### config.mk
export PLATFORM = sky130hd
export DESIGN_NAME = eventTimeFifo
export DESIGN_NICKNAME = d
export VERILOG_FILES = /design/src/source/evrPkg.sv /design/src/source/eventTimeFifo.sv
export SDC_FILE = /design/constraint.sdc
export NUM_CORES = 1
export LEC_CHECK = 0
export BUFFER_PORTS_ARGS = -buffer_cell sky130_fd_sc_hd__buf_2
export CAP_MARGIN = 20
export CORE_AREA = 2 2 281 283
export CTS_CLUSTER_SIZE = 28
export DETAILED_ROUTE_END_ITERATION = 6
export DIE_AREA = 0 0 283 285
export GPL_TIMING_DRIVEN = 0
export PLACE_DENSITY = 0.8
export SLEW_MARGIN = 20
export SYNTH_ARGS = -nofsm -noshare
export SYNTH_HDL_FRONTEND = slang
export SYNTH_SLANG_ARGS = --single-unit
### constraint.sdc
create_clock -name mgt_rec_clk -period 7.55 [get_ports mgt_rec_clk]
set_clock_uncertainty 0.2 [all_clocks]
set_input_delay 1.1325 -clock mgt_rec_clk [delete_from_list [all_inputs] [get_ports mgt_rec_clk]]
set_output_delay 1.1325 -clock mgt_rec_clk [all_outputs]
set_load 0.1 [all_outputs]
### src/source/evrPkg.sv
package evrPkg;

    //////////////////////////////////////////////////
    // sizes
    //////////////////////////////////////////////////

    // mapping ram depth is 2**RamIndexBits
    localparam int RamIndexBits = 8;
    localparam int NumChannels = 4;
    // fifo holds 2**FifoDepthBits entries
    localparam int FifoDepthBits = 4;

    // bus and link types
    typedef logic [31:0] busWord_t;
    typedef logic [31:0] busAddr_t;
    typedef logic [7:0] eventCode_t;
    typedef logic [15:0] eventBits_t;
    typedef logic [63:0] timeStamp_t;
    typedef logic [15:0] mapWord_t;
    typedef logic [3:0] regIndex_t;
    typedef logic [NumChannels-1:0] triggerVec_t;

    //////////////////////////////////////////////////
    // address map
    //////////////////////////////////////////////////

    // bank field sits at address bits 14..13
    localparam int BankLsb = 13;
    localparam int BankMsb = 14;
    localparam logic [1:0] BankRegs = 2'd0;
    localparam logic [1:0] BankMapA = 2'd1;
    localparam logic [1:0] BankMapB = 2'd2;
    // bank 3 reads as zero
    localparam logic [1:0] BankUnused = 2'd3;
    // word index starts above the byte select
    localparam int IndexLsb = 2;

    // register indices, channel n uses 2n for delay and 2n+1 for width
    localparam regIndex_t RegDelay0 = 4'd0;
    localparam regIndex_t RegPolarity = 4'd8;
    localparam regIndex_t RegControl = 4'd9;
    localparam regIndex_t RegLatchHi = 4'd10;
    localparam regIndex_t RegLatchLo = 4'd11;
    localparam regIndex_t RegFifoStatus = 4'd12;
    localparam regIndex_t RegFifoTimeHi = 4'd13;
    localparam regIndex_t RegFifoTimeLo = 4'd14;
    // read pops the fifo
    localparam regIndex_t RegFifoCode = 4'd15;

    // event bits with a fixed meaning, triggers use 0..NumChannels-1
    localparam int EvFifoBit = 13;
    localparam int EvLatchBit = 14;

endpackage
### src/source/eventTimeFifo.sv
module eventTimeFifo import evrPkg::*; (
    input  logic       mgt_rec_clk,
    input  logic       bus_reset_n,
    input  timeStamp_t timeStamp,
    input  eventCode_t eventCode,
    input  eventBits_t events,
    input  logic       pop,
    output timeStamp_t latchTime,
    output timeStamp_t headTime,
    output eventCode_t headCode,
    output logic       empty,
    output logic       full,
    output logic       notEmpty
);

    localparam int Depth = 1 << FifoDepthBits;

    timeStamp_t timeMem [Depth];
    eventCode_t codeMem [Depth];
    logic [FifoDepthBits-1:0] wrPtr;
    logic [FifoDepthBits-1:0] rdPtr;
    // one extra bit to tell full from empty
    logic [FifoDepthBits:0] count;
    logic doPush;
    logic doPop;

    assign empty = (count == '0);
    // count tops out at Depth, so the msb alone means full
    assign full = count[FifoDepthBits];
    assign notEmpty = !empty;

    // push on full is dropped, pop on empty does nothing
    assign doPush = events[EvFifoBit] && !full;
    assign doPop = pop && !empty;

    assign headTime = timeMem[rdPtr];
    assign headCode = codeMem[rdPtr];

    //////////////////////////////////////////////////
    // storage
    //////////////////////////////////////////////////
    always_ff @(posedge mgt_rec_clk) begin
        if (doPush) begin
            timeMem[wrPtr] <= timeStamp;
            codeMem[wrPtr] <= eventCode;
        end
    end

    // pointers, count and timestamp latch
    always_ff @(posedge mgt_rec_clk) begin
        if (!bus_reset_n) begin
            wrPtr <= '0;
            rdPtr <= '0;
            count <= '0;
            latchTime <= '0;
        end else begin
            if (doPush) begin
                wrPtr <= wrPtr + 1'b1;
            end
            if (doPop) begin
                rdPtr <= rdPtr + 1'b1;
            end
            count <= count + {{FifoDepthBits{1'b0}}, doPush} - {{FifoDepthBits{1'b0}}, doPop};
            if (events[EvLatchBit]) begin
                latchTime <= timeStamp;
            end
        end
    end

endmodule

After elaboration in Yosys (flattened, before gate mapping):

Memory sizes are Yosys's and may differ from the RTL's. A register that Yosys moved wholly into a read port is not among the register bits.
Index checks and enable logic that the tools add are counted.
Widths: inputs -> output; s select.

* memory bits (writable): 1152
* output and inout port bits: 139
* register bits: 77
* memories kept: 2
* word-level logic and storage cells: 21

Memory list
* timeMem: depth 16, bits a word 64, rd ports 1, clocked after memory_dff 1, write ports 1, line eventTimeFifo.sv:18 `timeStamp_t timeMem [Depth];`
* codeMem: depth 16, bits a word 8, rd ports 1, clocked after memory_dff 1, write ports 1, line eventTimeFifo.sv:19 `eventCode_t codeMem [Depth];`

* reductions and logical operators: 5
* mux-type cells: 6
* $add $sub $neg: 4

Operators by type and width (number)
* $mux 4: 4
* $add 4x1->4 const B: 2
* $add 5x1->5: 1
* $logic_not 5->1: 1
* $sub 5x1->5: 1
* $logic_and 1x1->1: 2
* $logic_not 1->1: 2
* $mux 1: 2

Depth between registers and ports, before layout:

* depth in word-level cells: 5
* depth in mapped cells: 14
* gate-level depth less buffers: 13

Worst setup path after synthesis:

OpenSTA, ideal clock, no wires.

* path type: reg-to-reg
* start: reg count[4]
* end: reg count[4]
* setup time: 0.116 ns
* path buffers: 1
* stages on the path, launching flop included: 13
* data arrival time: 3.918 ns
* path slack: 3.317 ns
* cell sequence: dfxtp_1 or4b_1 clkbuf_1 nand2_1 inv_1 ha_1 inv_1 ha_1 fa_1 a21oi_1 nor2_1 or3_1 and3_1

* longest elaborated chain between the ends: 4

RTL lines
* start, declared: line eventTimeFifo.sv:23 `logic [FifoDepthBits:0] count;`
* start signal, assigned: line eventTimeFifo.sv:63 `count <= count + {{FifoDepthBits{1'b0}}, doPush} - {{FifoDepthBits{1'b0}}, doPop};`
* $logic_not 5->1: line eventTimeFifo.sv:27 `assign empty = (count == '0);`
* $logic_not 1->1
* named net notEmpty: line eventTimeFifo.sv:13 `output logic notEmpty`
* $logic_and 1x1->1: line eventTimeFifo.sv:34 `assign doPop = pop && !empty;`
* $sub 5x1->5: line eventTimeFifo.sv:63

The timed path passes the listed nets, and every way through them passes these cells.
A chain may end at the register's enable or synchronous reset.

==> flow_metrics.tcl <==
set metrics [dict create \
    grt_pass1_wl_um 162800 \
    start_util 0.5941 \
    dpl_cell_area_um2 49340 \
    synthCells 2065 \
    p_leak_nw 17.31 \
    p_per_area_nw_per_um2 347.9 \
    wl_um 112300 \
    power.share.switching 0.3179 \
    postCtsSetupRepairBufs 0 \
    critPathMaxFanout 10 \
    critical_path_class "reg2out" \
    p_sw_mw 5.883 \
    crit_slowest_cell "clkbuf_1" \
    cp_common_cell "buf_2" \
    hold_buffers 0 \
    drtAntennaViolNets 0 \
    maxCapViolations 0 \
    hold_viol_final 0 \
    clkTransAtPathRegs_ns 0.06 \
    numCtsBuffers 114 \
    syn_nets 2168 \
    slew_headroom 0.3282 \
    grt_max_degree 41 \
    clk_latency_ns 0.67 \
    max_slew.worst_pin.slew_ns 1.008 \
    cp_slowest_stage_delay_ns 0.74 \
    io_pins 230 \
    die_y_um 285 \
    cts_resized 0 \
    worstPathArrival_ns 3.79 \
    synth_edf_count 1152 \
    final_cell_mix "edfxtp_1 (1152), mux4_2 (288), buf_2 (243), a22oi_1 (144), clkbuf_16 (116)" \
    final_common_cell "edfxtp_1" \
    required_ns 6.22 \
    timing.final.crit_share 0.6786 \
    antenna_found_initial 13 \
    syn_area_per_cell_um2 22.43 \
    synth.largest_area_cell "edfxtp_1" \
    syn_to_final_growth_pct 14.87 \
    fin_nets 2523 \
    path_cells "buf_2 -> clkbuf_1 -> buf_2 -> mux4_2 -> a22oi_1 -> nand2_1 -> buf_2" \
    cts_tree "yes" \
    drc 0 \
    yosysUniqueCellTypes 32 \
    drt_iter0_drc 2933 \
    fp.dieArea_um2 80660 \
    yosysSeqAreaShare 0.7818 \
    comb_power_share 0.263 \
    tns_ns 0 \
    internal-power_mw 12.63 \
    max_freq_ghz 0.1952 \
    min_path_type "reg2reg" \
    h-tree-depth 3 \
    hpwl_um 63240 \
    synth-main-ff-cell "edfxtp_1" \
    grtUsageTotal 0.2788 \
    design_area_um2 53210 \
    place_congestion 0.7469 \
    grt-ovfl-total 0 \
    min_period_ns 5.123 \
    grt_pass1_vias 24610 \
    async_flop_share 0 \
    drt-wirelength-per-cell_um 31.43 \
    power.share.sequential 0.417 \
    path_delay_family "buffers and inverters" \
    core-area_um2 77970 \
    clockRootBuffer "clkbuf_16" \
    synth_seq_cells 1233 \
    num_vias 23480 \
    worstSetupEndpointType "output port" \
    synth_area_leaders "edfxtp_1 (75%), mux4_2 (14%), dfxtp_1 (3.5%)" \
    yosysWarnings 0 \
    cp-start-kind "flip-flop" \
    rsz0062_at_grt "false" \
    drive_gt1_frac 0.3099 \
    vdd_drop_max_mv 0.3517 \
    p_total_mw 18.51 \
    status "complete, no violations" \
    synth.cell_area_um2 46320 \
    dr.pass1.iters 5 \
    die_x_um 283 \
    synth_top_cell_area_share 0.7468 \
    cp_num_buf_inv 4 \
    io_buffers 213 \
    maxSlewViolCount 0 \
    max-clock-path-buffers 3 \
    cts_sinks 1233 \
    finalSetupViolCount 0 \
    clockPowerShare 0.320 \
    via_per_inst 6.570 \
    placementRows 103 \
]
state kept, by name, indices dropped and copies added, names as in the netlist, named ones only:
signal	flops
wrPtr	4
codeMem	128
count	5
timeMem	1024
latchTime	64
rdPtr	4
per-layer routing:
| metal | GRT usage | vias to the layer above | share of wire |
|---|---|---|---|
| met5 | 0 | - | 0.00066 |
| met4 | 0.1032 | 12 | 0.033 |
| met3 | 0.06168 | 273 | 0.10 |
| met2 | 0.4749 | 1595 | 0.52 |
| met1 | 0.3564 | 12240 | 0.35 |
| li1 | - | 9351 | - |
metrics by stage:
step | worst slack [ns] | util | std cells | hold WS, ns
2_1_floorplan | 3.317 | - | 2065 | 0.2596
3_3_place_gp | 1.327 | 0.6247 | 3328 | 0.2884
3_5_place_dp | 3.141 | 0.6328 | 3354 | 0.2981
4_1_cts | 2.397 | 0.6823 | 3567 | 0.3162
5_1_grt | 2.341 | 0.6824 | 3572 | 0.3383
6_report | 2.427 | 0.6825 | 3573 | 0.3132
synthesized netlist by cell type, types with 6 or more instances:
master    instances
buf_6            19
buf_4             7
and2_1           26
a22oi_1         144
clkbuf_1         51
mux4_2          288
nor2b_1          67
inv_1             8
nand2_1          80
edfxtp_1       1152
ha_1             11
mux2i_1          64
buf_2            30
dfxtp_1          81
xnor2_1           6
path summary, 6_finish.rpt:
check / slack (ns) / endpoint / from / cells after the start
setup / recovery: 2.43 / headTime[40] / flip-flop / 7
hold / removal: 0.31 / latchTime[59] / latchTime[59] / 2
setup reg to reg: 4.02 / count[4] / count[2] / 14
hold reg to reg: 0.31 / latchTime[59] / latchTime[59] / 2
cell type report:
| class | count | area (um2) |
|---|---|---|
| multi-input cells | 711 | 9492 |
| clock inverters | 61 | 721.9 |
| well taps | 1050 | 1314 |
| clock buffers | 152 | 3138 |
| inverters | 10 | 37.54 |
| diodes | 6 | 15.01 |
| fillers | 4531 | 24760 |
| repair buffers | 239 | 1654 |
| flip-flops and latches | 1233 | 36210 |
| plain buffers | 111 | 624.3 |
worst register-to-register path: stages, from the launching register on:
cell and delay, ns:
dfxtp_1 0.33, inv_1 0.09, ha_1 0.15, or4b_1 0.42, clkbuf_1 0.22, nand2_1 0.20, inv_1 0.07, ha_1 0.27
inv_1 0.04, ha_1 0.21, fa_1 0.44, a21oi_1 0.17, nor2_1 0.08, or3_1 0.35, and3_1 0.19
power by group through the flow:
stage	Clock, mW	Combinational [mW]	Sequential (mW)
final	5.92	4.87	7.72
after global routing	6.19	5.06	7.73
after CTS	5.95	4.90	7.72
after detailed placement	0	4.82	7.86
after global placement	0	4.71	7.86
after floorplan	0	3.60	8.01
cells by family (layout without fill, tap and decap cells):
family,Yosys count,after routing,share of synthesized area
compound gates,151,151,0.02431
xor+xnor,8,8,0.001513
fa+ha+maj,12,12,0.003403
buf+inv,121,573,0.01426
flops,1233,1233,0.7818
mux,352,352,0.1538
other cells,0,6,0
simple gates,188,188,0.02091
No activity file was read; power rests on OpenSTA's default activity.
