==> src/source/evrPkg.sv <==
package evrPkg;

    //////////////////////////////////////////////////
    // sizes
    //////////////////////////////////////////////////

    // mapping ram depth is 2**RamIndexBits
    localparam int RamIndexBits = 8;
    localparam int NumChannels = 4;
    // fifo holds 2**FifoDepthBits entries
    localparam int FifoDepthBits = 4;

    // bus and link types
    typedef logic [31:0] busWord_t;
    typedef logic [31:0] busAddr_t;
    typedef logic [7:0] eventCode_t;
    typedef logic [15:0] eventBits_t;
    typedef logic [63:0] timeStamp_t;
    typedef logic [15:0] mapWord_t;
    typedef logic [3:0] regIndex_t;
    typedef logic [NumChannels-1:0] triggerVec_t;

    //////////////////////////////////////////////////
    // address map
    //////////////////////////////////////////////////

    // bank field sits at address bits 14..13
    localparam int BankLsb = 13;
    localparam int BankMsb = 14;
    localparam logic [1:0] BankRegs = 2'd0;
    localparam logic [1:0] BankMapA = 2'd1;
    localparam logic [1:0] BankMapB = 2'd2;
    // bank 3 reads as zero
    localparam logic [1:0] BankUnused = 2'd3;
    // word index starts above the byte select
    localparam int IndexLsb = 2;

    // register indices, channel n uses 2n for delay and 2n+1 for width
    localparam regIndex_t RegDelay0 = 4'd0;
    localparam regIndex_t RegPolarity = 4'd8;
    localparam regIndex_t RegControl = 4'd9;
    localparam regIndex_t RegLatchHi = 4'd10;
    localparam regIndex_t RegLatchLo = 4'd11;
    localparam regIndex_t RegFifoStatus = 4'd12;
    localparam regIndex_t RegFifoTimeHi = 4'd13;
    localparam regIndex_t RegFifoTimeLo = 4'd14;
    // read pops the fifo
    localparam regIndex_t RegFifoCode = 4'd15;

    // event bits with a fixed meaning, triggers use 0..NumChannels-1
    localparam int EvFifoBit = 13;
    localparam int EvLatchBit = 14;

endpackage
==> src/source/triggerChannel.sv <==
module triggerChannel import evrPkg::*; (
    input  logic     mgt_rec_clk,
    input  logic     bus_reset_n,
    input  logic     eventHit,
    input  busWord_t delay,
    input  busWord_t width,
    input  logic     invert,
    input  logic     clear,
    output logic     trigger
);

    typedef enum logic [1:0] {StIdle, StDelay, StPulse} chanState_t;

    chanState_t state;
    chanState_t nextState;
    // shared down-counter for delay and pulse length
    busWord_t count;
    busWord_t nextCount;

    always_comb begin
        nextState = state;
        nextCount = count;
        if (clear) begin
            nextState = StIdle;
            nextCount = '0;
        end else begin
            case (state)
                StIdle: begin
                    // zero width means no pulse at all
                    if (eventHit && (width != '0)) begin
                        if (delay == '0) begin
                            nextState = StPulse;
                            nextCount = width - 32'd1;
                        end else begin
                            nextState = StDelay;
                            nextCount = delay - 32'd1;
                        end
                    end
                end
                StDelay: begin
                    if (count == '0) begin
                        nextState = StPulse;
                        nextCount = width - 32'd1;
                    end else begin
                        nextCount = count - 32'd1;
                    end
                end
                StPulse: begin
                    if (count == '0) begin
                        nextState = StIdle;
                    end else begin
                        nextCount = count - 32'd1;
                    end
                end
                default: nextState = StIdle;
            endcase
        end
    end

    // output is raw pulse of the next cycle xor polarity
    always_ff @(posedge mgt_rec_clk) begin
        if (!bus_reset_n) begin
            state <= StIdle;
            count <= '0;
            trigger <= 1'b0;
        end else begin
            state <= nextState;
            count <= nextCount;
            trigger <= (nextState == StPulse) ^ invert;
        end
    end

endmodule

==> config.mk <==
export PLATFORM = sky130hd
export DESIGN_NAME = triggerChannel
export DESIGN_NICKNAME = d
export VERILOG_FILES = /design/src/source/evrPkg.sv /design/src/source/triggerChannel.sv
export SDC_FILE = /design/constraint.sdc
export NUM_CORES = 1
export LEC_CHECK = 0
export BUFFER_PORTS_ARGS = -buffer_cell sky130_fd_sc_hd__buf_2
export CAP_MARGIN = 20
export CORE_UTILIZATION = 53
export DETAILED_ROUTE_END_ITERATION = 7
export GPL_TIMING_DRIVEN = 0
export PLACE_DENSITY = 0.89
export RECOVER_POWER = 50
export SLEW_MARGIN = 20
export SYNTH_ARGS = -nofsm -noshare
export SYNTH_HDL_FRONTEND = slang
export SYNTH_SLANG_ARGS = --single-unit
==> constraint.sdc <==
create_clock -name mgt_rec_clk -period 2.5 [get_ports mgt_rec_clk]
set_clock_uncertainty 0.2 [all_clocks]
set_input_delay 0.125 -clock mgt_rec_clk [delete_from_list [all_inputs] [get_ports mgt_rec_clk]]
set_output_delay 0.125 -clock mgt_rec_clk [all_outputs]
set_load 0.02 [all_outputs]
# ---- After elaboration in Yosys (flattened, before gate mapping)
# Cells that the tools add are included.
dict set report totals {
  register_bits 35
  output_inout_bits 1
  inputBits 69
}
dict set report op_classes {
  bitwise_logic 2
  mux 11
  n_eq_ne 5
  add_sub_neg 3
  reduce_logical 8
}
# op n
set op_table {}
lappend op_table {{2-to-1 mux 32 bit} 4}
lappend op_table {{one-hot mux 32 bit (3 select lines)} 1}
lappend op_table {{subtractor 32 x 1 -> 32 bit (second input constant)} 3}
lappend op_table {{zero test 32 bit} 2}
lappend op_table {{nonzero test 32 bit} 1}
lappend op_table {{2-to-1 mux 2 bit} 5}
lappend op_table {{one-hot mux 2 bit (3 select lines)} 1}
lappend op_table {{== test 2 bit (second input constant)} 2}
lappend op_table {{inequality test 2 bit (second input constant)} 2}
lappend op_table {{AND reduction 3 bit} 1}
lappend op_table {{nonzero test 3 bit} 1}
lappend op_table {{== test 2 x 1 -> 1 bit (second input constant)} 1}
lappend op_table {{zero test 2 bit} 1}
lappend op_table {{OR reduction 2 bit} 1}
lappend op_table {{logical AND 1 bit} 1}
lappend op_table {{NOT 1 bit} 1}
lappend op_table {{bitwise XOR 1 bit} 1}

# ---- Longest topological paths before layout
dict set report logic_depth {
  word_depth 7
  ltp_mapped 11
  mapped_depth_nobuf 9
}

# ---- Worst setup path before layout
# OpenSTA, ideal clock, no wires.
dict set report synth_path {
  path_type {reg2reg}
  start {register count[2]}
  end {register count[23]}
  setup_time_ns 0.129
  arrival_time_ns 2.122
  slack_ns 0.049
  period_less_slack_ns 2.451
  required_time_ns 2.171
  path_stages_with_launch 9
  n_path_buf 1
  path_cell_list {dfxtp_1 nor4_4 nand3b_4 o41ai_4 nand2b_1 buf_4 o22ai_1 a21oi_1 o22ai_1}
}
dict set report synth_via {
  elab_chain_len 3
}
# item line
set synth_rtl {}
lappend synth_rtl {{start: declaration} triggerChannel.sv:17} ;# busWord_t count;
lappend synth_rtl {{start signal: assignment} triggerChannel.sv:68} ;# count <= nextCount;
lappend synth_rtl {{subtractor 32 x 1 -> 32 bit / zero test 32 bit (equally long branches)} n/a}
lappend synth_rtl {{2-to-1 mux 32 bit (tied with other cells)} triggerChannel.sv:49} ;# if (count == '0) begin
lappend synth_rtl {{one-hot mux 32 bit (3 select lines) / AND reduction 3 bit (equally long branches)} n/a}
# Parallel ways exist; a longest one is shown, timed or not. The select of a mux whose other input is x is not followed.
# A chain may end at the register's enable or synchronous reset.

# ---- Worst setup path in the final report
dict set report layout_path {
  start {register count[25]}
  end {register count[23]}
}
dict set report layout_via {
  elab_chain_len 3
}
# item line
set layout_rtl {}
lappend layout_rtl {{zero test 32 bit (*)} {triggerChannel.sv:41, triggerChannel.sv:49}}
lappend layout_rtl {{2-to-1 mux 32 bit / inequality test 2 bit (equally long branches)} n/a}
lappend layout_rtl {{one-hot mux 32 bit (3 select lines) / AND reduction 3 bit (equally long branches)} n/a}
# Every way passes the cells marked *; elsewhere a longest branch is shown, timed or not.

==> flow_summary.toml <==
[outcome]
status = "finished, violations left"
violations = "design-rule violations, negative setup slack"

[detailed_routing]
drtIter0Drc = 1138
first_pass_iteration_count_of_the_detailed_router = 8
route.detailed.wl_per_inst_microns = 23.95
final_antenna_net_count = 0
avgViaCountPerCell = 7.428
route.final.wire_length_microns = 18890
vias = 5861
drc = 29

[worst_setup_path]
worst_ep_required_time_ns = 2.46
cp.arrival_ns = 2.77
path_max_fanout = 6
critical_path_buf_inv_count = 3
critPathLaunchType = "flop"
crit_top_cell = "sky130_fd_sc_hd__buf_6"
setup.worst_path.class = "reg2reg"
critical_path.max_stage_delay_ns = 0.52
cp_slowest_cell = "sky130_fd_sc_hd__o41ai_4"
critPathCaptureType = "flop"
kind_of_cell_adding_the_most_delay_to_the_critical_path = "compound AO/OA/AOI/OAI gates"
path_cells = "nor4_4, nand4_1, buf_6, o41ai_4, nand2b_4, buf_8, buf_6, a21oi_1, o21ai_1, o22ai_1"

[logic_synthesis]
largest_cells_by_area_after_synthesis = "sky130_fd_sc_hd__dfxtp_1 17%, sky130_fd_sc_hd__xnor2_1 8.7%, sky130_fd_sc_hd__xor2_1 6.4%, sky130_fd_sc_hd__a21oi_1 4.8%, sky130_fd_sc_hd__nor2_1 4.5%"
postSynthRegisterBits = 35
synth_top_cell_area_share = 0.1652
synthArstFlopShare = 0
synthesis.area_sq_um = 4242
postSynthNetCount = 654
yosysTopAreaCell = "sky130_fd_sc_hd__dfxtp_1"
seq_area_frac_synth = 0.1652
postSynth.topFlopCell = "sky130_fd_sc_hd__dfxtp_1"
synthesis.instances = 577
ys.warnings.count = 0
synth_cell_type_count = 64
synth_area_per_cell_sq_um = 7.351
synth_edf_count = 0

[power]
part_of_the_total_power_dissipated_in_combinational_logic = 0.478
cell_internal_pwr_mw = 1.169
p_leak_nw = 1.940
switching_share = 0.4265
p_clk_frac = 0.210
irDropWorstVdd_mv = 0.2641
total_switching_power_mw = 0.8691
power_density_nw_per_um2 = 372.1
total_power_mw = 2.038
seq_power_share = 0.312

[floorplanning]
core-area_sq_um = 7727
fp-row-count = 32
die_y_microns = 91.46
x_dimension_of_the_die_microns = 91.46
floorplan.io_pins = 70
initial_utilization = 0.5489
design.die.area_sq_um = 8365

[grt]
first_global_vias = 5134
grt.overflow.total = 0
grt_util_overall = 0.3896
grt_antenna_before_repair = 0
maximum_number_of_pins_on_one_net_before_global_route_repair = 11
grt_first_pass_wirelength_microns = 25940

[clocking]
cts_buffers = 5
clockBufferDepth = 2
cts.reportedPaths.clkPinSlew_ns = 0.09
sink_count = 35
cts_tree = "done"
ctsRootBufferMaster = "sky130_fd_sc_hd__clkbuf_8"
cts.htree.levels = 2
insertion_delay_ns = 0.31

[placed_design]
dp_worst_setup_slack_ns = -0.6388
io_buffer_count = 69
detailed_place_hpwl_microns = 11680
routabilityCongestion = 1.056

[final_layout]
ant_diodes = 0
finish.net_count = 763
share_of_final_layout_standard_cells_stronger_than_drive_strength_1 = 0.2955
postLayoutCoreUtil = 0.7087
area_delta_synth_final_pct = 29.11

[sta]
rsz0062_at_grt = "true"
finalHoldWorstSlack_ns = 0.04514
report.final.slew_viol_count = 0
fin_setup_tns_ns = -6.181
fmax_ghz = 0.3565
min_period_ns = 2.805
timing.slew.headroom = 0.5272
final_min_period_over_clock_period = 1.122
postLayoutSetupSlackWorst_ns = -0.3049
final-hold-violation-count = 0
max_slew.worst_pin.slew_ns = 0.7092
setup_viol_count_final = 33

[job]
cap_viol_max_count = 0

[worst_hold_path]
hold_class = "in2reg"
state kept, by name, summed over array words and instances, names as in the netlist:
signal	cells
count	32
state	2
trigger	1
logic make-up after synthesis:
group | Yosys count | share of synthesized area
buf+inv | 41 | 0.04071
mux | 10 | 0.02389
compound gates | 161 | 0.2407
flops | 35 | 0.1652
fa+ha+maj | 8 | 0.02360
xor+xnor | 73 | 0.1507
simple gates | 249 | 0.3552
path summary, 6_finish.rpt:
| path | start | endpoint | depth (start not counted) | slack [ns] |
|---|---|---|---|---|
| setup / recovery | count[25] | count[23] | 10 | -0.30 |
| hold / removal | delay[0] | count[0] | 4 | 0.05 |
| setup reg to reg | count[25] | count[23] | 10 | -0.30 |
| hold reg to reg | count[31] | count[31] | 2 | 0.32 |
power by group through the flow:
stage / logic, mW / clock network [mW] / registers, mW
after floorplan: 0.457 / 0 / 0.624
after CTS: 0.799 / 0.406 / 0.622
after global placement: 0.672 / 0 / 0.630
final: 0.975 / 0.427 / 0.636
after detailed placement: 0.691 / 0 / 0.632
after global routing: 1.00 / 0.450 / 0.635
cell usage in the layout (no fill, tap or decap), types with 8 or more instances in the layout:
cell type	netlist	layout
sky130_fd_sc_hd__buf_2	12	76
sky130_fd_sc_hd__o21ai_1	19	18
sky130_fd_sc_hd__xnor2_1	42	42
sky130_fd_sc_hd__a211oi_1	12	12
sky130_fd_sc_hd__a21oi_1	41	35
sky130_fd_sc_hd__nand4_1	12	12
sky130_fd_sc_hd__xor2_1	31	30
sky130_fd_sc_hd__nand3_1	24	24
sky130_fd_sc_hd__dfxtp_1	35	29
sky130_fd_sc_hd__or3_1	11	11
sky130_fd_sc_hd__mux2i_1	9	9
sky130_fd_sc_hd__buf_6	0	8
sky130_fd_sc_hd__nor3_1	25	23
sky130_fd_sc_hd__nand2_1	36	35
sky130_fd_sc_hd__o22ai_1	17	16
sky130_fd_sc_hd__nor4_1	26	20
sky130_fd_sc_hd__clkbuf_1	17	10
sky130_fd_sc_hd__o21ai_0	29	28
sky130_fd_sc_hd__inv_1	10	10
sky130_fd_sc_hd__buf_4	1	26
sky130_fd_sc_hd__nor2_1	51	48
worst register-to-register path: cells and delay by family, from the launching register on:
family / cells / cell delay, ns
and+or+nand+nor: 3 / 0.77
DFF: 1 / 0.43
buffers and inverters: 3 / 0.46
AOI/OAI and AO/OA: 4 / 0.80
cell usage after synthesis (6+ instances only):
master	number
sky130_fd_sc_hd__xnor2_1	42
sky130_fd_sc_hd__ha_1	8
sky130_fd_sc_hd__dfxtp_1	35
sky130_fd_sc_hd__nand2b_1	8
sky130_fd_sc_hd__xor2_1	31
sky130_fd_sc_hd__o22ai_1	17
sky130_fd_sc_hd__nor4_2	6
sky130_fd_sc_hd__a211oi_1	12
sky130_fd_sc_hd__a31oi_1	7
sky130_fd_sc_hd__o21ai_0	29
sky130_fd_sc_hd__nor2_1	51
sky130_fd_sc_hd__nand3_1	24
sky130_fd_sc_hd__a21oi_1	41
sky130_fd_sc_hd__inv_1	10
sky130_fd_sc_hd__o21ai_1	19
sky130_fd_sc_hd__buf_2	12
sky130_fd_sc_hd__nand4_1	12
sky130_fd_sc_hd__or3_1	11
sky130_fd_sc_hd__nor3_1	25
sky130_fd_sc_hd__o221ai_1	9
sky130_fd_sc_hd__clkbuf_1	17
sky130_fd_sc_hd__mux2i_1	9
sky130_fd_sc_hd__nand2_1	36
sky130_fd_sc_hd__nor4_1	26
sky130_fd_sc_hd__or4_1	7
sky130_fd_sc_hd__o31ai_1	6
final cells by class:
cell class,instances,area (sq um)
clock buffer,7,76.32
inverter,10,37.54
fill,510,2251
sequential,35,715.7
clock inverter,1,5.005
tap,102,127.6
buffer,27,167.7
timing repair buffer,105,656.9
multi-input combinational,502,3690
layer usage:
metal	GRT usage	share of wire
met3	0.09045	0.15
met2	0.6228	0.42
met4	0.2328	0.099
met1	0.4733	0.33
met5	0	0
stage by stage:
stage	cell area, sq um	instances
final	5477	789
after detailed placement	4715	748
after global routing	5477	789
after floorplan	4242	577
after global placement	4715	748
after CTS	5115	775
what timing repair did:
| item | 4_1_cts | 5_1_grt |
|---|---|---|
| resized for setup | 38 | 59 |
| buffers inserted | 17 | 16 |
| hold buffers | 3 | 0 |
| pin swaps | 18 | 28 |
| cloned | 1 | 0 |
| endpoints found under the setup margin | 33 | 33 |
| endpoints found under the hold margin | 1 | 0 |
Power figures use the tool's default switching activity.
