<file path="src/source/evrPkg.sv">
package evrPkg;

    //////////////////////////////////////////////////
    // sizes
    //////////////////////////////////////////////////

    // mapping ram depth is 2**RamIndexBits
    localparam int RamIndexBits = 8;
    localparam int NumChannels = 4;
    // fifo holds 2**FifoDepthBits entries
    localparam int FifoDepthBits = 4;

    // bus and link types
    typedef logic [31:0] busWord_t;
    typedef logic [31:0] busAddr_t;
    typedef logic [7:0] eventCode_t;
    typedef logic [15:0] eventBits_t;
    typedef logic [63:0] timeStamp_t;
    typedef logic [15:0] mapWord_t;
    typedef logic [3:0] regIndex_t;
    typedef logic [NumChannels-1:0] triggerVec_t;

    //////////////////////////////////////////////////
    // address map
    //////////////////////////////////////////////////

    // bank field sits at address bits 14..13
    localparam int BankLsb = 13;
    localparam int BankMsb = 14;
    localparam logic [1:0] BankRegs = 2'd0;
    localparam logic [1:0] BankMapA = 2'd1;
    localparam logic [1:0] BankMapB = 2'd2;
    // bank 3 reads as zero
    localparam logic [1:0] BankUnused = 2'd3;
    // word index starts above the byte select
    localparam int IndexLsb = 2;

    // register indices, channel n uses 2n for delay and 2n+1 for width
    localparam regIndex_t RegDelay0 = 4'd0;
    localparam regIndex_t RegPolarity = 4'd8;
    localparam regIndex_t RegControl = 4'd9;
    localparam regIndex_t RegLatchHi = 4'd10;
    localparam regIndex_t RegLatchLo = 4'd11;
    localparam regIndex_t RegFifoStatus = 4'd12;
    localparam regIndex_t RegFifoTimeHi = 4'd13;
    localparam regIndex_t RegFifoTimeLo = 4'd14;
    // read pops the fifo
    localparam regIndex_t RegFifoCode = 4'd15;

    // event bits with a fixed meaning, triggers use 0..NumChannels-1
    localparam int EvFifoBit = 13;
    localparam int EvLatchBit = 14;

endpackage
</file>
<file path="src/source/evrRegisterBank.sv">
module evrRegisterBank import evrPkg::*; (
    input  logic                       mgt_rec_clk,
    input  logic                       bus_reset_n,
    input  busAddr_t                   busAddr,
    input  busWord_t                   busWrData,
    input  logic                       busWrEn,
    input  logic                       busRdEn,
    input  mapWord_t                   ramRdData,
    input  timeStamp_t                 latchTime,
    input  timeStamp_t                 fifoTime,
    input  eventCode_t                 fifoCode,
    input  logic                       fifoEmpty,
    input  logic                       fifoFull,
    output busWord_t                   busRdData,
    output logic                       busRdAck,
    output logic                       ramWrEnA,
    output logic                       ramWrEnB,
    output eventCode_t                 ramIndex,
    output mapWord_t                   ramWrData,
    output logic                       ramSelB,
    output logic                       ramRdSelB,
    output logic                       fifoPop,
    output busWord_t [NumChannels-1:0] chanDelay,
    output busWord_t [NumChannels-1:0] chanWidth,
    output triggerVec_t                polarity,
    output triggerVec_t                chanClear
);

    logic [1:0] bank;
    logic isMapBank;
    logic regWrEn;
    regIndex_t regIndex;
    busWord_t polarityReg;
    busWord_t controlReg;
    busWord_t regRdData;
    // memory read waiting on the registered ram output
    logic memRdPend;

    //////////////////////////////////////////////////
    // address decode
    //////////////////////////////////////////////////
    assign bank = busAddr[BankMsb:BankLsb];
    assign regIndex = busAddr[IndexLsb +: $bits(regIndex_t)];
    assign isMapBank = (bank == BankMapA) || (bank == BankMapB);
    assign regWrEn = busWrEn && (bank == BankRegs);

    // mapping ram bus port
    assign ramIndex = busAddr[IndexLsb +: RamIndexBits];
    assign ramWrData = busWrData[$bits(mapWord_t)-1:0];
    assign ramWrEnA = busWrEn && (bank == BankMapA);
    assign ramWrEnB = busWrEn && (bank == BankMapB);
    assign ramRdSelB = (bank == BankMapB);

    assign ramSelB = controlReg[0];
    assign polarity = polarityReg[NumChannels-1:0];

    // head entry leaves at the same edge it is read
    assign fifoPop = busRdEn && (bank == BankRegs) && (regIndex == RegFifoCode) && !fifoEmpty;

    // channel clear on any write touching its settings
    always_comb begin
        for (int n = 0; n < NumChannels; n++) begin
            chanClear[n] = regWrEn && ((regIndex == regIndex_t'(RegDelay0 + 2 * n))
                || (regIndex == regIndex_t'(RegDelay0 + 2 * n + 1))
                || (regIndex == RegPolarity));
        end
    end

    //////////////////////////////////////////////////
    // control registers
    //////////////////////////////////////////////////
    always_ff @(posedge mgt_rec_clk) begin
        if (!bus_reset_n) begin
            chanDelay <= '0;
            chanWidth <= '0;
            polarityReg <= '0;
            controlReg <= '0;
        end else if (regWrEn) begin
            for (int n = 0; n < NumChannels; n++) begin
                if (regIndex == regIndex_t'(RegDelay0 + 2 * n)) begin
                    chanDelay[n] <= busWrData;
                end
                if (regIndex == regIndex_t'(RegDelay0 + 2 * n + 1)) begin
                    chanWidth[n] <= busWrData;
                end
            end
            if (regIndex == RegPolarity) begin
                polarityReg <= busWrData;
            end
            if (regIndex == RegControl) begin
                controlReg <= busWrData;
            end
        end
    end

    // register read mux
    always_comb begin
        regRdData = '0;
        for (int n = 0; n < NumChannels; n++) begin
            if (regIndex == regIndex_t'(RegDelay0 + 2 * n)) begin
                regRdData = chanDelay[n];
            end
            if (regIndex == regIndex_t'(RegDelay0 + 2 * n + 1)) begin
                regRdData = chanWidth[n];
            end
        end
        case (regIndex)
            RegPolarity: regRdData = polarityReg;
            RegControl: regRdData = controlReg;
            RegLatchHi: regRdData = latchTime[63:32];
            RegLatchLo: regRdData = latchTime[31:0];
            RegFifoStatus: regRdData = {30'd0, fifoFull, fifoEmpty};
            RegFifoTimeHi: regRdData = fifoTime[63:32];
            RegFifoTimeLo: regRdData = fifoTime[31:0];
            // empty fifo reads as zero
            RegFifoCode: regRdData = fifoEmpty ? '0 : {24'd0, fifoCode};
            default: ;
        endcase
    end

    //////////////////////////////////////////////////
    // read path, 1 cycle for regs, 2 for rams
    //////////////////////////////////////////////////
    always_ff @(posedge mgt_rec_clk) begin
        if (!bus_reset_n) begin
            memRdPend <= 1'b0;
            busRdAck <= 1'b0;
        end else begin
            memRdPend <= busRdEn && isMapBank;
            busRdAck <= (busRdEn && !isMapBank) || memRdPend;
        end
    end

    // data word, unused bank gives zero
    always_ff @(posedge mgt_rec_clk) begin
        if (memRdPend) begin
            busRdData <= {16'd0, ramRdData};
        end else if (busRdEn) begin
            busRdData <= (bank == BankRegs) ? regRdData : '0;
        end
    end

endmodule

</file>
<file path="config.mk">
export PLATFORM = sky130hd
export DESIGN_NAME = evrRegisterBank
export DESIGN_NICKNAME = d
export VERILOG_FILES = /design/src/source/evrPkg.sv /design/src/source/evrRegisterBank.sv
export SDC_FILE = /design/constraint.sdc
export NUM_CORES = 1
export LEC_CHECK = 0
export BUFFER_PORTS_ARGS = -buffer_cell sky130_fd_sc_hd__buf_2
export CORE_AREA = 4 4 211 213
export DETAILED_ROUTE_END_ITERATION = 8
export DIE_AREA = 0 0 215 217
export GPL_ROUTABILITY_DRIVEN = 0
export PLACE_DENSITY = 0.67
export SLEW_MARGIN = 10
export SYNTH_ARGS = -nofsm -noshare
export SYNTH_HDL_FRONTEND = slang
export SYNTH_SLANG_ARGS = --single-unit
export TNS_END_PERCENT = 20
</file>
<file path="constraint.sdc">
create_clock -name mgt_rec_clk -period 1.79 [get_ports mgt_rec_clk]
set_input_delay 0.0895 -clock mgt_rec_clk [delete_from_list [all_inputs] [get_ports mgt_rec_clk]]
set_output_delay 0.0895 -clock mgt_rec_clk [all_outputs]
set_load 0.05 [all_outputs]
</file>
# Word-level counts from Yosys, hierarchy flattened
# Cells that the tools add are included.
classes:
  mux: 13
  reduce_logical: 37
  n_eq_ne: 17
op_table:
  columns: ["cell", "count"]
  rows:
  - ["32-bit 2-to-1 mux", 9]
  - ["32-bit case mux with 8 select lines", 1]
  - ["4-bit == test, second input constant", 8]
  - ["16-bit 2-to-1 mux", 2]
  - ["2-bit AND reduction", 10]
  - ["4-bit by 3-bit == test with 1-bit output, second input constant", 4]
  - ["1-bit logical AND", 12]
  - ["1-bit logical OR", 10]
  - ["4-bit by 2-bit == test with 1-bit output, second input constant", 2]
  - ["8-bit 2-to-1 mux", 1]
  - ["4-bit by 1-bit == test with 1-bit output, second input constant", 1]
  - ["4-bit logical NOT", 1]
  - ["2-bit by 1-bit == test with 1-bit output, second input constant", 1]
  - ["2-bit == test, second input constant", 1]
  - ["1-bit logical NOT", 2]
  - ["2-bit logical NOT", 1]
  - ["2-bit nonzero test", 1]
totals:
  in_bits: 222
  register_bits: 354
  output_inout_bits: 326
  wordCells: 81

# Logic depth before layout (Yosys ltp)
depth:
  word_depth: 13
  mapped_depth: 9
  ltp_nobuf: 7

# Worst setup path after synthesis
# No wires, ideal clock.
synth_path:
  kind: "input to output"
  startpoint: "in busAddr[4]"
  endpoint: "out fifoPop"
  t_required_ns: 1.701
  path_stages: 5
  arrival_ns: 2.078
  setup_slack_ns: -0.377
  path_cell_list: "buf_6 > buf_6 > buf_8 > nand2_1 > nor4_1"
synth_between:
  elab_chain_cells: 3
synth_rtl:
  columns: ["item", "line_no", "source"]
  rows:
  - ["from (decl)", "evrRegisterBank.sv:4", "input busAddr_t busAddr,"]
  - ["4-bit == test", "evrRegisterBank.sv:58", "assign fifoPop = busRdEn && (bank == BankRegs) && (regIndex == RegFifoCode) && !fifoEmpty;"]
  - ["1-bit logical AND (2 in series)", "evrRegisterBank.sv:58", null]
  - ["to (decl)", "evrRegisterBank.sv:22", "output logic fifoPop,"]
# No other way between the ends.

# Final worst setup path
layout_path:
  startpoint: "reg memRdPend"
  endpoint: "reg busRdData[0], data pin"
layout_between:
  elab_chain_cells: 1
layout_rtl:
  columns: ["item", "line_no", "source"]
  rows:
  - ["from (decl)", "evrRegisterBank.sv:37", "logic memRdPend;"]
  - ["from (signal assigned)", "evrRegisterBank.sv:129", "memRdPend <= busRdEn && isMapBank;"]
  - ["16-bit 2-to-1 mux", "evrRegisterBank.sv:136", "if (memRdPend) begin"]
  - ["to (signal assigned)", "evrRegisterBank.sv:137", "busRdData <= {16'd0, ramRdData};"]
  - ["to (signal assigned)", "evrRegisterBank.sv:139", "busRdData <= (bank == BankRegs) ? regRdData : '0;"]
  - ["to (decl)", "evrRegisterBank.sv:14", "output busWord_t busRdData,"]
# No other way between the ends.
# A chain may end at the register's enable or synchronous reset.

==> impl_metrics.sql <==
INSERT INTO impl_metrics (metric_group, metric, value, unit) VALUES
('status', 'status', 'finished, violations left', ''),
('status', 'violations', 'setup timing', ''),
('clock_network', 'post_cts_setup_repair_bufs', '0', ''),
('drt', 'route.antenna.remaining_nets', '0', ''),
('yosys', 'async_reset_ff_frac', '0', ''),
('die', 'chipHeight', '217', 'um'),
('drt', 'route.detailed.vias_per_inst', '5.84', ''),
('grt', 'total_congestion_overflow_after_global_routing', '0', ''),
('finish', 'sequential_cell_area', '7250', 'sq um'),
('yosys', 'number_of_synthesized_flops_with_an_enable_pin', '16', ''),
('die', 'core.rowCount', '76', ''),
('finish', 'commonest_non_fill_non_tap_cell_in_the_layout', 'sky130_fd_sc_hd__nand2_1', ''),
('drt', 'routed_wire_length_per_instance', '26.0', 'um'),
('yosys', 'ys_seq_area_frac', '0.409', ''),
('clock_network', 'ctsHtreeMaxLevel', '2', ''),
('die', 'fp.dieW', '215', 'um'),
('clock_network', 'cts_num_sinks', '354', ''),
('power', 'power.switching', '0.00515', 'W'),
('power', 'internal-power', '0.0138', 'W'),
('finish', 'drive_gt1_frac', '0.315', ''),
('grt', 'grt_antenna_before_repair', '3', ''),
('power', 'power_frac_clock', '0.436', ''),
('die', 'coreArea', '42700', 'sq um'),
('yosys', 'yosysUniqueCellTypes', '79', ''),
('timing', 'worstMarginPinSlew', '0.866', 'ns'),
('timing', 'rsz_0062_raised_after_global_routing', 'false', ''),
('power', 'power.share.combinational', '0.137', ''),
('placed_design', 'hpwlAfterDp', '63.7', 'mm'),
('finish', 'final_cell_mix', '704 x sky130_fd_sc_hd__nand2_1, 509 x sky130_fd_sc_hd__buf_2, 338 x sky130_fd_sc_hd__dfxtp_1', ''),
('yosys', 'synth_top_cell_area_share', '0.382', ''),
('power', 'power_density', '800', 'nW/um^2'),
('setup_path', 'endpoint_kind', 'flip-flop', ''),
('timing', 'post-route-worst-setup-slack', '-0.0377', 'ns'),
('yosys', 'synthFlopType', 'sky130_fd_sc_hd__dfxtp_1', ''),
('setup_path', 'timing.critical_path.arrival', '2.13', 'ns'),
('grt', 'first_global_vias', '18427', ''),
('clock_network', 'tritoncts', 'done', ''),
('timing', 'setup_violations', '1', ''),
('yosys', 'number_of_storage_elements_in_the_synthesis_netlist', '354', ''),
('placed_design', 'dp_cells', '3126', ''),
('clock_network', 'worstSkewPairLatency', '0.56', 'ns'),
('setup_path', 'critical_path_class', 'reg -> reg', ''),
('yosys', 'yosysWarnings', '0', ''),
('grt', 'largest_net_degree_at_the_start_of_global_routing', '73', ''),
('finish', 'layout.cells.non_filler', '3261', ''),
('placed_design', 'place_ws', '-0.460', 'ns'),
('drt', 'initialDrtViolationCount', '2296', ''),
('clock_network', 'cts_buffers', '40', ''),
('yosys', 'netlist_instances', '2113', ''),
('clock_network', 'cts.reportedPaths.clkPinSlew', '0.06', 'ns'),
('grt', 'grt_first_pass_wirelength', '123', 'mm'),
('power', 'seq_power_share', '0.427', ''),
('setup_path', 'rr_worst_depth', '4', ''),
('finish', 'multi_input_area', '9320', 'sq um'),
('timing', 'fmax', '547', 'MHz'),
('timing', 'worst_clock_skew', '0.0130', 'ns'),
('drt', 'detailroute.via_count', '19053', ''),
('clock_network', 'largest_buffer_count_on_any_clock_path', '3', ''),
('power', 'leak_pwr', '9.78', 'nW'),
('timing', 'final.period_utilization', '1.02', ''),
('drt', 'detail_route.first_pass.iterations', '6', ''),
('min_path', 'worstHoldEndpoint', 'memRdPend', ''),
('timing', 'final.min_clock_period', '1.83', 'ns'),
('setup_path', 'critical_path_required', '2.10', 'ns'),
('finish', 'design.final.nets', '2906', ''),
('setup_path', 'peak_fanout_along_the_critical_path', '19', ''),
('timing', 'max_slew_margin', '0.421', ''),
('grt', 'grt_use_total', '0.347', ''),
('setup_path', 'timing.rr.end', 'busRdData[0]', ''),
('finish', 'layout-area-overhead-vs-synth', '33.3', '%'),
('yosys', 'area_of_the_mapped_netlist', '17700', 'sq um');
## synth_stat cells, types with 3 or more instances
cell and n:
sky130_fd_sc_hd__o21ai_0 46, sky130_fd_sc_hd__nand3_1 9, sky130_fd_sc_hd__buf_4 42, sky130_fd_sc_hd__a221o_1 5, sky130_fd_sc_hd__a21oi_1 55, sky130_fd_sc_hd__a2bb2oi_1 6, sky130_fd_sc_hd__a22oi_1 20, sky130_fd_sc_hd__mux4_1 4
sky130_fd_sc_hd__mux2_2 27, sky130_fd_sc_hd__mux2i_1 42, sky130_fd_sc_hd__nand2_1 704, sky130_fd_sc_hd__ha_1 3, sky130_fd_sc_hd__nor2b_1 13, sky130_fd_sc_hd__o2bb2ai_1 4, sky130_fd_sc_hd__mux4_2 25, sky130_fd_sc_hd__buf_1 3
sky130_fd_sc_hd__a32o_1 11, sky130_fd_sc_hd__a221oi_1 45, sky130_fd_sc_hd__o211ai_1 11, sky130_fd_sc_hd__o31ai_1 5, sky130_fd_sc_hd__nor3_2 4, sky130_fd_sc_hd__o21ai_1 4, sky130_fd_sc_hd__and3_1 10, sky130_fd_sc_hd__a22o_1 6
sky130_fd_sc_hd__buf_2 72, sky130_fd_sc_hd__clkbuf_1 103, sky130_fd_sc_hd__buf_6 11, sky130_fd_sc_hd__a21boi_0 169, sky130_fd_sc_hd__o221ai_1 8, sky130_fd_sc_hd__a211oi_1 4, sky130_fd_sc_hd__a21boi_1 152, sky130_fd_sc_hd__nor2_2 5
sky130_fd_sc_hd__nand2b_1 6, sky130_fd_sc_hd__o2111ai_1 8, sky130_fd_sc_hd__inv_1 7, sky130_fd_sc_hd__edfxtp_1 16, sky130_fd_sc_hd__a41oi_1 4, sky130_fd_sc_hd__o21a_1 3, sky130_fd_sc_hd__o22ai_1 9, sky130_fd_sc_hd__nor2_1 34
sky130_fd_sc_hd__and2_1 3, sky130_fd_sc_hd__dfxtp_1 338, sky130_fd_sc_hd__nor3_4 3, sky130_fd_sc_hd__a221oi_2 4
## flip-flops by register name, indices dropped and copies added (netlist names)
name and cells:
chanDelay 128, chanWidth 128, busRdData 32, controlReg 32
polarityReg 32, busRdAck 1, memRdPend 1
## worst max-delay path, cell delays in order (launching register included)
cell	delay, ns
sky130_fd_sc_hd__dfxtp_1	0.42
sky130_fd_sc_hd__buf_12	0.20
sky130_fd_sc_hd__nand2b_1	0.48
sky130_fd_sc_hd__a311o_1	0.35
sky130_fd_sc_hd__a21oi_1	0.11
## power groups by stage
stage / clock network, W / logic, W / registers [W]
CTS: 0.00829 / 0.00252 / 0.00807
floorplan: 0 / 0.00115 / 0.00846
finish: 0.00825 / 0.00258 / 0.00807
detailed placement: 0 / 0.00241 / 0.00825
global placement: 0 / 0.00239 / 0.00824
global route: 0.00863 / 0.00267 / 0.00807
## cells by family (layout without fill, tap and decap cells)
kind of cell             after synthesis  after routing  share of synthesized area
flip-flops                           354            354                      0.409
other                                  0              4                          0
AND/OR/NAND/NOR                      815            815                      0.188
buffers and inverters                241            839                     0.0704
adder cells (fa/ha/maj)                3              3                    0.00212
AO/OA/AOI/OAI                        598            598                      0.249
multiplexers                         102            102                     0.0815
## per-stage QoR
stage | hold WS, ns | setup TNS, ns | cell area (sq um)
final | 0.0233 | -0.0377 | 23600
after global routing | 0.0192 | 0 | 23600
after CTS | 0.0112 | 0 | 23600
after detailed placement | 0.179 | -48.66 | 21700
after global placement | 0.179 | -52.48 | 21700
after floorplan | 0.235 | -0.484 | 17700
## layer usage
metal / vias to the layer above / track usage / wire length (um)
met5: - / 0 / 0
met4: 0 / 0.142 / 4090
li1: 8418 / - / -
met3: 213 / 0.110 / 10400
met2: 1282 / 0.527 / 36600
met1: 9140 / 0.461 / 33800
## final cells by class
type,instances,share of cell area
well taps,546,0.0289
clock inverters,12,0.00535
flip-flops and latches,354,0.307
inverters,8,0.00127
multi-input cells,1518,0.394
diodes,4,0.000424
clock buffers,60,0.0490
repair buffers,759,0.214
## how the worst max path moves through the flow
stage	from	end	slack, ns	depth (start not counted)
after floorplan	busAddr[2]	chanClear[0]	-0.27	6
after global placement	busAddr[5]	chanDelay[96]	-0.43	7
after detailed placement	busAddr[5]	chanWidth[96]	-0.46	8
after CTS	busRdEn	fifoPop	0.03	6
after global routing	chanWidth[10]	busRdData[10]	0.003	6
final	memRdPend	busRdData[0]	-0.04	4
## repair_timing
| action | in CTS | in global routing |
|---|---|---|
| setup endpoints to repair | 4 | 10 |
| hold endpoints to repair | 345 | 0 |
| pin swaps | 0 | 1 |
| hold buffers | 59 | 0 |
| resized for setup | 3 | 4 |
No activity file was read; power rests on OpenSTA's default activity.
